==> src/source/f2a_pkg.sv <==
//~~~~~~~~~~~~~~~~~~~~~~~~~~~~~~~~~~~~~~~~~~~~~~~~~~~~~~~~~~
// shared widths, register map and structs for the
// fifo to axi-stream subsystem
//~~~~~~~~~~~~~~~~~~~~~~~~~~~~~~~~~~~~~~~~~~~~~~~~~~~~~~~~~~
package f2a_pkg;

   localparam int DATA_W_DEF = 32;
   localparam int LEN_W      = 8;
   localparam int DEPTH_DEF  = 8;
   localparam int CFG_ADDR_W = 2;

   // register map
   localparam logic [CFG_ADDR_W-1:0] ADDR_CTRL   = 2'd0;
   localparam logic [CFG_ADDR_W-1:0] ADDR_LEN    = 2'd1;
   localparam logic [CFG_ADDR_W-1:0] ADDR_STATUS = 2'd2;

   typedef struct packed {
      logic             en;
      logic [LEN_W-1:0] len;
   } f2a_cfg_t;

   typedef struct packed {
      logic [1:0] level;
      logic [7:0] fifo_count;
   } f2a_status_t;

   typedef struct packed {
      logic                  tvalid;
      logic                  tlast;
      logic [DATA_W_DEF-1:0] tdata;
   } axis_m_t;

   typedef struct packed {
      logic                  valid;
      logic [DATA_W_DEF-1:0] data;
   } in_word_t;

endpackage

==> src/source/f2a_cfg_regs.sv <==
//~~~~~~~~~~~~~~~~~~~~~~~~~~~~~~~~~~~~~~~~~~~~~~~~~~~~~~~~~~
// control, length and status registers with a sticky
// overflow flag for writes into a full fifo
//~~~~~~~~~~~~~~~~~~~~~~~~~~~~~~~~~~~~~~~~~~~~~~~~~~~~~~~~~~
`timescale 1ns/1ps

module f2a_cfg_regs
   import f2a_pkg::*;
(
   input  logic                  clk_i,
   input  logic                  rst_n_i,
   // register port
   input  logic                  cfg_we_i,
   input  logic [CFG_ADDR_W-1:0] cfg_addr_i,
   input  logic [31:0]           cfg_wdata_i,
   output logic [31:0]           cfg_rdata_o,
   // overflow detection
   input  logic                  wr_i,
   input  logic                  full_i,
   // status in, config out
   input  f2a_status_t           status_i,
   output f2a_cfg_t              cfg_o
);

   logic             en_q;
   logic             ovf_q;
   logic [LEN_W-1:0] len_q;

   always_ff @(posedge clk_i or negedge rst_n_i) begin
      if (!rst_n_i) begin
         en_q  <= 1'b0;
         ovf_q <= 1'b0;
         len_q <= LEN_W'(4);
      end else begin
         if (cfg_we_i && cfg_addr_i == ADDR_CTRL) begin
            en_q <= cfg_wdata_i[0];
         end
         if (cfg_we_i && cfg_addr_i == ADDR_LEN) begin
            len_q <= cfg_wdata_i[LEN_W-1:0];
         end
         // a new overflow wins over a clear in the same cycle
         if (wr_i && full_i) begin
            ovf_q <= 1'b1;
         end else if (cfg_we_i && cfg_addr_i == ADDR_CTRL && cfg_wdata_i[1]) begin
            ovf_q <= 1'b0;
         end
      end
   end

   always_comb begin
      cfg_rdata_o = '0;
      case (cfg_addr_i)
         ADDR_CTRL:   cfg_rdata_o[1:0] = {ovf_q, en_q};
         ADDR_LEN:    cfg_rdata_o[LEN_W-1:0] = len_q;
         ADDR_STATUS: begin
            cfg_rdata_o[1:0]  = status_i.level;
            cfg_rdata_o[15:8] = status_i.fifo_count;
         end
         default:     cfg_rdata_o = '0;
      endcase
   end

   assign cfg_o.en  = en_q;
   assign cfg_o.len = len_q;

endmodule

==> src/source/f2a_credit_return.sv <==
//~~~~~~~~~~~~~~~~~~~~~~~~~~~~~~~~~~~~~~~~~~~~~~~~~~~~~~~~~~
// credit generator: initial burst of DEPTH credits, then
// one credit per fifo pop
//~~~~~~~~~~~~~~~~~~~~~~~~~~~~~~~~~~~~~~~~~~~~~~~~~~~~~~~~~~
`timescale 1ns/1ps

module f2a_credit_return #(
   parameter int DEPTH = 8
) (
   input  logic clk_i,
   input  logic rst_n_i,
   input  logic pop_i,
   output logic credit_o
);

   localparam int OWE_W = $clog2(DEPTH + 1);

   // credits still owed to upstream, loaded with DEPTH by reset
   logic [OWE_W-1:0] owed_q;
   logic [OWE_W-1:0] owed_nxt;
   logic             issue;
   logic             credit_q;

   // one pulse per cycle, either from the owed pool or a fresh pop
   assign issue = (owed_q != '0) | pop_i;

   always_comb begin
      owed_nxt = owed_q;
      if (!pop_i && owed_q != '0) begin
         owed_nxt = owed_q - 1'b1;
      end
   end

   always_ff @(posedge clk_i or negedge rst_n_i) begin
      if (!rst_n_i) begin
         owed_q   <= OWE_W'(DEPTH);
         credit_q <= 1'b0;
      end else begin
         owed_q   <= owed_nxt;
         credit_q <= issue;
      end
   end

   assign credit_o = credit_q;

endmodule

==> src/source/f2a_sync_fifo.sv <==
//~~~~~~~~~~~~~~~~~~~~~~~~~~~~~~~~~~~~~~~~~~~~~~~~~~~~~~~~~~
// synchronous fifo with registered read data and
// occupancy count
//~~~~~~~~~~~~~~~~~~~~~~~~~~~~~~~~~~~~~~~~~~~~~~~~~~~~~~~~~~
`timescale 1ns/1ps

module f2a_sync_fifo #(
   parameter int DATA_W = 32,
   parameter int DEPTH  = 8
) (
   input  logic                       clk_i,
   input  logic                       rst_n_i,
   input  logic                       wr_i,
   input  logic [DATA_W-1:0]          wdata_i,
   input  logic                       rd_i,
   output logic [DATA_W-1:0]          rdata_o,
   output logic                       empty_o,
   output logic                       full_o,
   output logic [$clog2(DEPTH+1)-1:0] count_o
);

   localparam int AW    = (DEPTH > 1) ? $clog2(DEPTH) : 1;
   localparam int CNT_W = $clog2(DEPTH + 1);

   logic [DATA_W-1:0] mem [DEPTH];
   logic [AW-1:0]     wr_ptr_q;
   logic [AW-1:0]     rd_ptr_q;
   logic [CNT_W-1:0]  count_q;
   logic [DATA_W-1:0] rdata_q;
   logic              do_wr;
   logic              do_rd;

   // writes into a full buffer are dropped
   assign do_wr = wr_i & ~full_o;
   assign do_rd = rd_i & ~empty_o;

   always_ff @(posedge clk_i or negedge rst_n_i) begin
      if (!rst_n_i) begin
         wr_ptr_q <= '0;
         rd_ptr_q <= '0;
         count_q  <= '0;
      end else begin
         if (do_wr) begin
            wr_ptr_q <= (wr_ptr_q == AW'(DEPTH - 1)) ? '0 : wr_ptr_q + 1'b1;
         end
         if (do_rd) begin
            rd_ptr_q <= (rd_ptr_q == AW'(DEPTH - 1)) ? '0 : rd_ptr_q + 1'b1;
         end
         count_q <= count_q + CNT_W'(do_wr) - CNT_W'(do_rd);
      end
   end

   // storage and read data register
   always_ff @(posedge clk_i) begin
      if (do_wr) begin
         mem[wr_ptr_q] <= wdata_i;
      end
      if (do_rd) begin
         rdata_q <= mem[rd_ptr_q];
      end
   end

   assign rdata_o = rdata_q;
   assign empty_o = (count_q == '0);
   assign full_o  = (count_q == CNT_W'(DEPTH));
   assign count_o = count_q;

endmodule

==> src/source/fifo2axis.sv <==
//~~~~~~~~~~~~~~~~~~~~~~~~~~~~~~~~~~~~~~~~~~~~~~~~~~~~~~~~~~
// fifo to axi-stream converter with skid register,
// length based tlast and fill level
//~~~~~~~~~~~~~~~~~~~~~~~~~~~~~~~~~~~~~~~~~~~~~~~~~~~~~~~~~~
`timescale 1ns/1ps

module fifo2axis
   import f2a_pkg::*;
#(
   parameter int DATA_W = 32
) (
   input  logic              clk_i,
   input  logic              rst_n_i,
   input  f2a_cfg_t          cfg_i,
   // fifo side
   input  logic              fifo_empty_i,
   output logic              fifo_read_o,
   input  logic [DATA_W-1:0] fifo_rdata_i,
   // axis side
   output axis_m_t           axis_o,
   input  logic              axis_tready_i,
   output logic [1:0]        level_o
);

   logic              rd_q;
   logic              read_ok;
   logic              out_en;
   logic              saved_q;
   logic [DATA_W-1:0] skid_data_q;
   logic              skid_last_q;
   logic [LEN_W-1:0]  word_cnt_q;
   logic [LEN_W-1:0]  len_m1;
   logic              last_nxt;
   logic              out_valid_q;
   logic              out_last_q;
   logic [DATA_W-1:0] out_data_q;

   // room for another word: sink is taking data, or the
   // skid slot is empty and nothing is in flight
   assign read_ok     = axis_tready_i | ~(saved_q | rd_q);
   assign fifo_read_o = cfg_i.en & ~fifo_empty_i & read_ok;

   // output register moves when empty or accepted
   assign out_en = ~out_valid_q | axis_tready_i;

   assign len_m1   = cfg_i.len - 1'b1;
   assign last_nxt = (word_cnt_q == len_m1);

   always_ff @(posedge clk_i or negedge rst_n_i) begin
      if (!rst_n_i) begin
         rd_q       <= 1'b0;
         saved_q    <= 1'b0;
         // all ones so the first pop lands on index 0
         word_cnt_q <= '1;
      end else begin
         rd_q <= fifo_read_o;
         if (out_en) begin
            saved_q <= 1'b0;
         end else if (rd_q) begin
            saved_q <= 1'b1;
         end
         if (fifo_read_o) begin
            word_cnt_q <= (word_cnt_q == len_m1) ? '0 : word_cnt_q + 1'b1;
         end
      end
   end

   // skid slot, only meaningful while saved_q is set
   always_ff @(posedge clk_i) begin
      if (rd_q) begin
         skid_data_q <= fifo_rdata_i;
         skid_last_q <= last_nxt;
      end
   end

   always_ff @(posedge clk_i or negedge rst_n_i) begin
      if (!rst_n_i) begin
         out_valid_q <= 1'b0;
         out_last_q  <= 1'b0;
      end else if (out_en) begin
         out_valid_q <= saved_q | rd_q;
         out_last_q  <= saved_q ? skid_last_q : last_nxt;
      end
   end

   always_ff @(posedge clk_i) begin
      if (out_en) begin
         out_data_q <= saved_q ? skid_data_q : fifo_rdata_i;
      end
   end

   // words held: skid plus output
   always_comb begin
      if (saved_q && out_valid_q) begin
         level_o = 2'd2;
      end else if (saved_q || out_valid_q) begin
         level_o = 2'd1;
      end else begin
         level_o = 2'd0;
      end
   end

   assign axis_o.tvalid = out_valid_q;
   assign axis_o.tlast  = out_last_q;
   assign axis_o.tdata  = out_data_q;

endmodule

==> src/source/f2a_top.sv <==
//~~~~~~~~~~~~~~~~~~~~~~~~~~~~~~~~~~~~~~~~~~~~~~~~~~~~~~~~~~
// top level: credit return, fifo, converter, registers
//~~~~~~~~~~~~~~~~~~~~~~~~~~~~~~~~~~~~~~~~~~~~~~~~~~~~~~~~~~
`timescale 1ns/1ps

module f2a_top
   import f2a_pkg::*;
#(
   parameter int DATA_W = DATA_W_DEF,
   parameter int DEPTH  = DEPTH_DEF
) (
   input  logic                  clk_i,
   input  logic                  rst_n_i,
   input  in_word_t              in_i,
   output logic                  credit_o,
   output axis_m_t               axis_o,
   input  logic                  axis_tready_i,
   input  logic                  cfg_we_i,
   input  logic [CFG_ADDR_W-1:0] cfg_addr_i,
   input  logic [31:0]           cfg_wdata_i,
   output logic [31:0]           cfg_rdata_o
);

   localparam int CNT_W = $clog2(DEPTH + 1);

   // structs carry DATA_W_DEF bits of payload
   if (DATA_W != DATA_W_DEF) begin : g_width_check
      $error("f2a_top: DATA_W must equal DATA_W_DEF");
   end

   logic              fifo_read;
   logic              fifo_empty;
   logic              fifo_full;
   logic [DATA_W-1:0] fifo_rdata;
   logic [CNT_W-1:0]  fifo_count;
   logic [1:0]        level;
   f2a_cfg_t          cfg;
   f2a_status_t       status;

   assign status.level      = level;
   assign status.fifo_count = 8'(fifo_count);

   f2a_credit_return #(
      .DEPTH(DEPTH)
   ) u_credit (
      .clk_i   (clk_i),
      .rst_n_i (rst_n_i),
      .pop_i   (fifo_read),
      .credit_o(credit_o)
   );

   f2a_sync_fifo #(
      .DATA_W(DATA_W),
      .DEPTH (DEPTH)
   ) u_fifo (
      .clk_i  (clk_i),
      .rst_n_i(rst_n_i),
      .wr_i   (in_i.valid),
      .wdata_i(in_i.data),
      .rd_i   (fifo_read),
      .rdata_o(fifo_rdata),
      .empty_o(fifo_empty),
      .full_o (fifo_full),
      .count_o(fifo_count)
   );

   fifo2axis #(
      .DATA_W(DATA_W)
   ) u_f2a (
      .clk_i        (clk_i),
      .rst_n_i      (rst_n_i),
      .cfg_i        (cfg),
      .fifo_empty_i (fifo_empty),
      .fifo_read_o  (fifo_read),
      .fifo_rdata_i (fifo_rdata),
      .axis_o       (axis_o),
      .axis_tready_i(axis_tready_i),
      .level_o      (level)
   );

   f2a_cfg_regs u_regs (
      .clk_i      (clk_i),
      .rst_n_i    (rst_n_i),
      .cfg_we_i   (cfg_we_i),
      .cfg_addr_i (cfg_addr_i),
      .cfg_wdata_i(cfg_wdata_i),
      .cfg_rdata_o(cfg_rdata_o),
      .wr_i       (in_i.valid),
      .full_i     (fifo_full),
      .status_i   (status),
      .cfg_o      (cfg)
   );

endmodule

==> config.mk <==
export PLATFORM = sky130hd
export DESIGN_NAME = f2a_top
export DESIGN_NICKNAME = d
export VERILOG_FILES = /design/src/source/f2a_pkg.sv /design/src/source/f2a_cfg_regs.sv /design/src/source/f2a_credit_return.sv /design/src/source/f2a_sync_fifo.sv /design/src/source/fifo2axis.sv /design/src/source/f2a_top.sv
export SDC_FILE = /design/constraint.sdc
export NUM_CORES = 1
export LEC_CHECK = 0
export ABC_CLOCK_PERIOD_IN_PS = 7330
export BUFFER_PORTS_ARGS = -buffer_cell sky130_fd_sc_hd__buf_2
export CORE_AREA = 5 5 181 183
export CTS_BUF_LIST = sky130_fd_sc_hd__clkbuf_2
export CTS_CLUSTER_SIZE = 30
export DETAILED_ROUTE_END_ITERATION = 10
export DIE_AREA = 0 0 186 188
export GPL_ROUTABILITY_DRIVEN = 1
export HOLD_SLACK_MARGIN = 0.12
export PLACE_DENSITY = 0.68
export SYNTH_ARGS = -nofsm -noshare
export SYNTH_HDL_FRONTEND = slang
export SYNTH_SLANG_ARGS = --single-unit
==> constraint.sdc <==
create_clock -name clk_i -period 7.33 [get_ports clk_i]
set_input_delay 1.0995 -clock clk_i [delete_from_list [all_inputs] [get_ports clk_i]]
set_output_delay 1.0995 -clock clk_i [all_outputs]
set_load 0.01 [all_outputs]
# Word level (Yosys, flattened, before mapping)

Memories as Yosys holds them, arrays and structs flattened. A register that Yosys moved wholly into a read port is not among the register bits.
Cells that the tools add are included.

Bits in registers: 102
Bits in writable memories: 256
Input bits: 71
Output and inout bits: 67
Logic and storage cells: 71
Memories kept: 1

Memories:

| memory     | words | width | rd ports | clocked after Yosys merged registers in | write ports | RTL line            | RTL |
|---|---|---|---|---|---|---|---|
| u_fifo.mem | 8     | 32    | 1        | 1                                       | 1           | f2a_sync_fifo.sv:25 | `logic [DATA_W-1:0] mem [DEPTH];` |

Add/subtract/negate cells: 7
Eq/ne operators: 6
Muxes and demuxes: 16
Bitwise gates (word level): 12
Reductions and logical operators: 13

Operators with widths:

| cell                | number |
|---|---|
| $mux 32             | 1 |
| $add 8x1->8 const B | 1 |
| $eq 8x8->1          | 1 |
| $mux 1              | 8 |
| $mux 8              | 1 |
| $sub 8x1->8 const B | 1 |
| $add 3x1->3 const B | 2 |
| $eq 3x3->1 const B  | 2 |
| $logic_and 1x1->1   | 6 |
| $mux 3              | 2 |
| $mux 6              | 1 |
| $pmux 2 s3          | 1 |
| $add 4x1->4         | 1 |
| $and 1x1->1         | 4 |
| $eq 4x4->1 const B  | 1 |
| $logic_not 4->1     | 1 |
| $mux 4              | 1 |
| $not 1->1           | 4 |
| $or 1x1->1          | 4 |
| $reduce_bool 2->1   | 2 |
| $reduce_bool 4->1   | 1 |
| $sub 4x1->4         | 1 |
| $sub 4x1->4 const B | 1 |
| $eq 2x1->1 const B  | 1 |
| 5 further kinds     | 5 |

# Depth between registers and ports, before layout

Word-level depth: 6
Depth in mapped cells: 12
Gate-level depth less buffers: 11

# By module

From an unflattened synthesis, not the netlist that was laid out.

Cells, all modules: 751
Area total of the unflattened synthesis: 15388.5 µm²

Modules (own cells, without submodules):

| module            | times used | cells each | area each (µm²) | seq. area each (µm²) |
|---|---|---|---|---|
| f2a_sync_fifo     | 1          | 462        | 11203.2         | 8898.5 |
| fifo2axis         | 1          | 207        | 3271.9          | 2262.2 |
| f2a_cfg_regs      | 1          | 62         | 683.2           | 251.5 |
| f2a_credit_return | 1          | 19         | 226.5           | 126.4 |
| f2a_top           | 1          | 1          | 3.8             | 0.0 |

# Least setup slack after synthesis

OpenSTA, ideal clock, no wires.

Path kind: input to register
Start point: input port in_i[32] in the netlist's numbering
End point: memory u_fifo.mem[0][0], enable pin
Setup time: 501 ps
Arrival: 4344 ps
Data required time: 6829 ps
Setup slack: 2484 ps
Cell stages on the path: 2
Path buffers: 0
Cell sequence: nand2_1 > nor4_1

Word-level cells in the longest chain between the ends: 3

Ends and longest elaborated chain:

| element                      | RTL line            | RTL |
|---|---|---|
| start: declaration           | f2a_top.sv:14       | `input in_word_t in_i,` |
| $and 1x1->1                  | f2a_sync_fifo.sv:34 | `assign do_wr = wr_i & ~full_o;` |
| $mux 1                       | f2a_sync_fifo.sv:55 | `if (do_wr) begin` |
| $mux 1 (not written as such) | f2a_sync_fifo.sv:56 | `mem[wr_ptr_q] <= wdata_i;` |
| end: declaration             | f2a_sync_fifo.sv:25 |  |

Every way passes these cells.

# Worst setup path in the final report

Start point: register u_f2a.rd_q
End point: register u_fifo.count_q[2] (netlist: u_fifo.count_o[2])

Word-level cells in the longest chain between the ends: 6

Ends and longest elaborated chain:

| element                  | RTL line            | RTL |
|---|---|---|
| start: declaration       | fifo2axis.sv:25     | `logic rd_q;` |
| start signal: assignment | fifo2axis.sv:56     | `rd_q <= fifo_read_o;` |
| $or 1x1->1               | fifo2axis.sv:40     | `assign read_ok = axis_tready_i \| ~(saved_q \| rd_q);` |
| $not 1->1                | fifo2axis.sv:40     |  |
| $or 1x1->1               | fifo2axis.sv:40     |  |
| $and 1x1->1              | fifo2axis.sv:41     | `assign fifo_read_o = cfg_i.en & ~fifo_empty_i & read_ok;` |
| $and 1x1->1              | f2a_sync_fifo.sv:35 | `assign do_rd = rd_i & ~empty_o;` |
| net u_fifo.do_rd         | f2a_sync_fifo.sv:31 | `logic do_rd;` |
| $sub 4x1->4              | f2a_sync_fifo.sv:49 | `count_q <= count_q + CNT_W'(do_wr) - CNT_W'(do_rd);` |
| end signal: assignment   | f2a_sync_fifo.sv:49 |  |
| end: declaration         | f2a_sync_fifo.sv:28 | `logic [CNT_W-1:0] count_q;` |

The timed path passes the listed nets, and every way through them passes these cells.
A chain may end at the register's enable or synchronous reset.

==> flow_metrics.env <==
export IMPL_status="finished clean"
export IMPL_reg2reg_slack_ns=3.69
export IMPL_reg2regPathDepth=8
export IMPL_grt_pass1_wl_um=42410
export IMPL_cts_sinks=390
export IMPL_finalCriticalPeriod_ns=3.638
export IMPL_cts_buffer_depth=3
export IMPL_antenna_left=0
export IMPL_leakagePower_nw=5.971
export IMPL_fmax_mhz=274.9
export IMPL_relSlewSlack_pct=26.55
export IMPL_grt_max_degree=50
export IMPL_hold_viol=0
export IMPL_grt_overflow=0
export IMPL_r2r_start="u_f2a.rd_q"
export IMPL_avgSynthCellArea_um2=20.46
export IMPL_numCtsBuffers=95
export IMPL_rr_endpoint="u_fifo.count_o[2]"
export IMPL_p_int_mw=4.402
export IMPL_io_pins=138
export IMPL_rows=65
export IMPL_drt_iter0_drc=370
export IMPL_num_vias=7185
export IMPL_htree_num_levels=3
export IMPL_synth_warnings=0
export IMPL_rsz0062_at_grt="false"
export IMPL_cts_tree="built"
export IMPL_slew_violations=0
export IMPL_ys_types=47
export IMPL_seq_power_share_pct=54.4
export IMPL_critPathRequiredTime_ns=8.06
export IMPL_netlist_area_leader_share_pct=69.90
export IMPL_die_h_um=188
export IMPL_cts_setup_buffers=0
export IMPL_root_buffer="clkbuf_2"
export IMPL_drive_above_1_share_pct=42.59
export IMPL_drt_wl_total_um=27110
export IMPL_arrival_ns=4.37
export IMPL_path_class="flop to flop"
export IMPL_ys_seq_area_share_pct=76.09
export IMPL_setup_slack_ns=3.692
export IMPL_max_slew_worst_pin_slew_ns=1.102
export IMPL_utilization_pct=54.34
export IMPL_clk_pin_slew_ns=0.10
export IMPL_synth_area_leader_cell="edfxtp_1"
export IMPL_end_kind="flop"
export IMPL_drc=0
export IMPL_startpoint_type="flop"
export IMPL_grt_pass1_vias=7608
export IMPL_syn_area_um2=15160
export IMPL_antenna_found_initial=5
export IMPL_wl_per_cell_um=19.71
export IMPL_synth_edf_count=353
export IMPL_power_frac_comb_pct=24.5
export IMPL_hpwl_um=14770
export IMPL_holdCritPathClass="input pin to asynchronous set/reset pin"
export IMPL_area_growth_pct=11.33
export IMPL_avgViaCountPerCell=5.225
export IMPL_finalSetupViolCount=0
export IMPL_dieArea_um2=34970
export IMPL_p_clk_share_pct=21.2
export IMPL_nNetsFinal=998
export IMPL_netlist_top_cells_area="edfxtp_1 70%, mux4_2 9.5%, mux2_2 5.5%, dfrtp_1 4.5%, dfstp_2 1.7%"
export IMPL_grt_use_total_pct=15.79
export IMPL_cts_hold_buf=0
export IMPL_ir_drop_mv=0.1965
export IMPL_whs_ns=0.3520
export IMPL_p_per_area_nw_per_um2=371.9
export IMPL_fin_crit_sh_pct=49.63
export IMPL_dp_worst_setup_slack_ns=3.414
export IMPL_skew_ns=0.07185
export IMPL_die_x_um=186
export IMPL_swShare_pct=29.89
export IMPL_async_flop_share_pct=9.487
export IMPL_ys_ff_latch=390
export IMPL_start_util_pct=48.81
export IMPL_p_switching_mw=1.876
export IMPL_core_area_um2=31070
export IMPL_dr_pass1_iters=5
export IMPL_syn_inst=741
export IMPL_portBuffers=93
export IMPL_tns_ns=0
export IMPL_synth_flop_cell="edfxtp_1"
export IMPL_insertion_delay_ns=0.89
export IMPL_gp_congestion=0.7372
export IMPL_max_cap_violations=0
export IMPL_cts_resized_gates=0
export IMPL_worstPathMaxFanout=35
## power by group through the flow
stage	clock [mW]	sequential, mW	combinational, mW
floorplan	0	3.36	1.17
global placement	0	3.45	1.55
detailed placement	0	3.47	1.57
CTS	1.40	3.43	1.58
global route	1.51	3.48	1.69
finish	1.33	3.41	1.54
## routing by layer
metal	part of all wire (%)	up-vias	global-route usage, %
li1	-	3306	-
met3	4.9	39	3.860
met4	1.5	8	5.746
met1	43	3650	20.70
met5	0.18	-	0
met2	51	182	25.82
## critical path: stages, from the launching register on
cell	delay, ns
dfrtp_2	1.03
o21bai_1	0.11
nand3b_1	0.52
inv_2	0.56
ha_1	0.47
inv_1	0.04
ha_1	0.20
fa_1	0.41
xor2_1	0.17
## cell type report
cell class	count	area (um2)
fillers	2486	14180
flip-flops and latches	390	11550
multi-input cells	308	3428
clock buffers	134	670.6
repair buffers	104	548.0
well taps	402	503.0
clock inverters	23	133.9
inverters	13	48.80
diodes	1	2.502
## Yosys cell counts, drive strengths merged, types with 2 or more instances
library cell    n
o21ai           6
a21oi           4
and2           11
xor2           10
xnor2           8
mux2i           3
ha             14
nand3           7
inv            12
dfstp          10
nand2          25
mux4           64
nor3           10
mux2           74
dfrtp          27
nor3b           3
nor2b           3
nand4           2
nor2           18
a21o            5
nand2b          4
buf            32
clkbuf         17
nor4b           2
edfxtp        353
or4             2
## how the worst max path moves through the flow
stage,from,to
after global placement,axis_tready_i,u_fifo.count_o[2]
final,u_f2a.rd_q,u_fifo.count_o[2]
after global routing,u_f2a.rd_q,u_fifo.count_o[3]
after detailed placement,axis_tready_i,u_fifo.count_o[2]
after floorplan,in_i[32],u_fifo.mem[0][0]
after CTS,u_f2a.rd_q,u_fifo.count_o[2]
## metrics by stage
step	instance area, um2	power, mW	std cells
after detailed placement	16080	5.042	1217
after global placement	16080	5.001	1217
after CTS	16880	6.403	1374
final	16880	6.278	1375
after global routing	16880	6.682	1375
after floorplan	15240	4.528	760
## state kept, by name, indices dropped and copies added, names as in the netlist
signal,cells
u_f2a.out_last_q,1
u_fifo.mem,256
u_fifo.rdata_o,32
u_credit.owed_q,4
u_regs.ovf_q,1
u_f2a.out_data_q,32
u_regs.len_q,8
u_fifo.wr_ptr_q,3
u_f2a.out_valid_q,1
u_f2a.saved_q,1
u_fifo.count_o,4
u_f2a.rd_q,1
u_regs.en_q,1
u_f2a.skid_last_q,1
u_f2a.skid_data_q,32
u_credit.credit_o,1
u_f2a.word_cnt_q,8
u_fifo.rd_ptr_q,3
## cells by family (layout without fill, tap and decap cells)
family | after synthesis | count (layout) | share of synthesized area, %
DFF | 390 | 390 | 76.09
muxes | 141 | 141 | 15.20
and+or+nand+nor | 90 | 90 | 3.028
AOI/OAI and AO/OA | 24 | 24 | 1.221
buffers and inverters | 62 | 274 | 2.112
adders and majority gates | 15 | 15 | 1.287
xor gates and xnor gates | 18 | 18 | 1.040
other | 1 | 21 | 0.02473
## cell usage in the layout, fill, tap and decap left out, types with 10 or more instances in the layout
cell / n
nand2_1: 25
mux2_2: 74
xor2_1: 10
and2_1: 11
edfxtp_1: 353
clkbuf_2: 134
dfstp_2: 10
nor2_1: 14
clkinv_1: 16
dfrtp_1: 22
conb_1: 20
buf_2: 93
ha_1: 14
inv_1: 11
mux4_2: 64
buf_4: 11
Power figures use the tool's default switching activity.
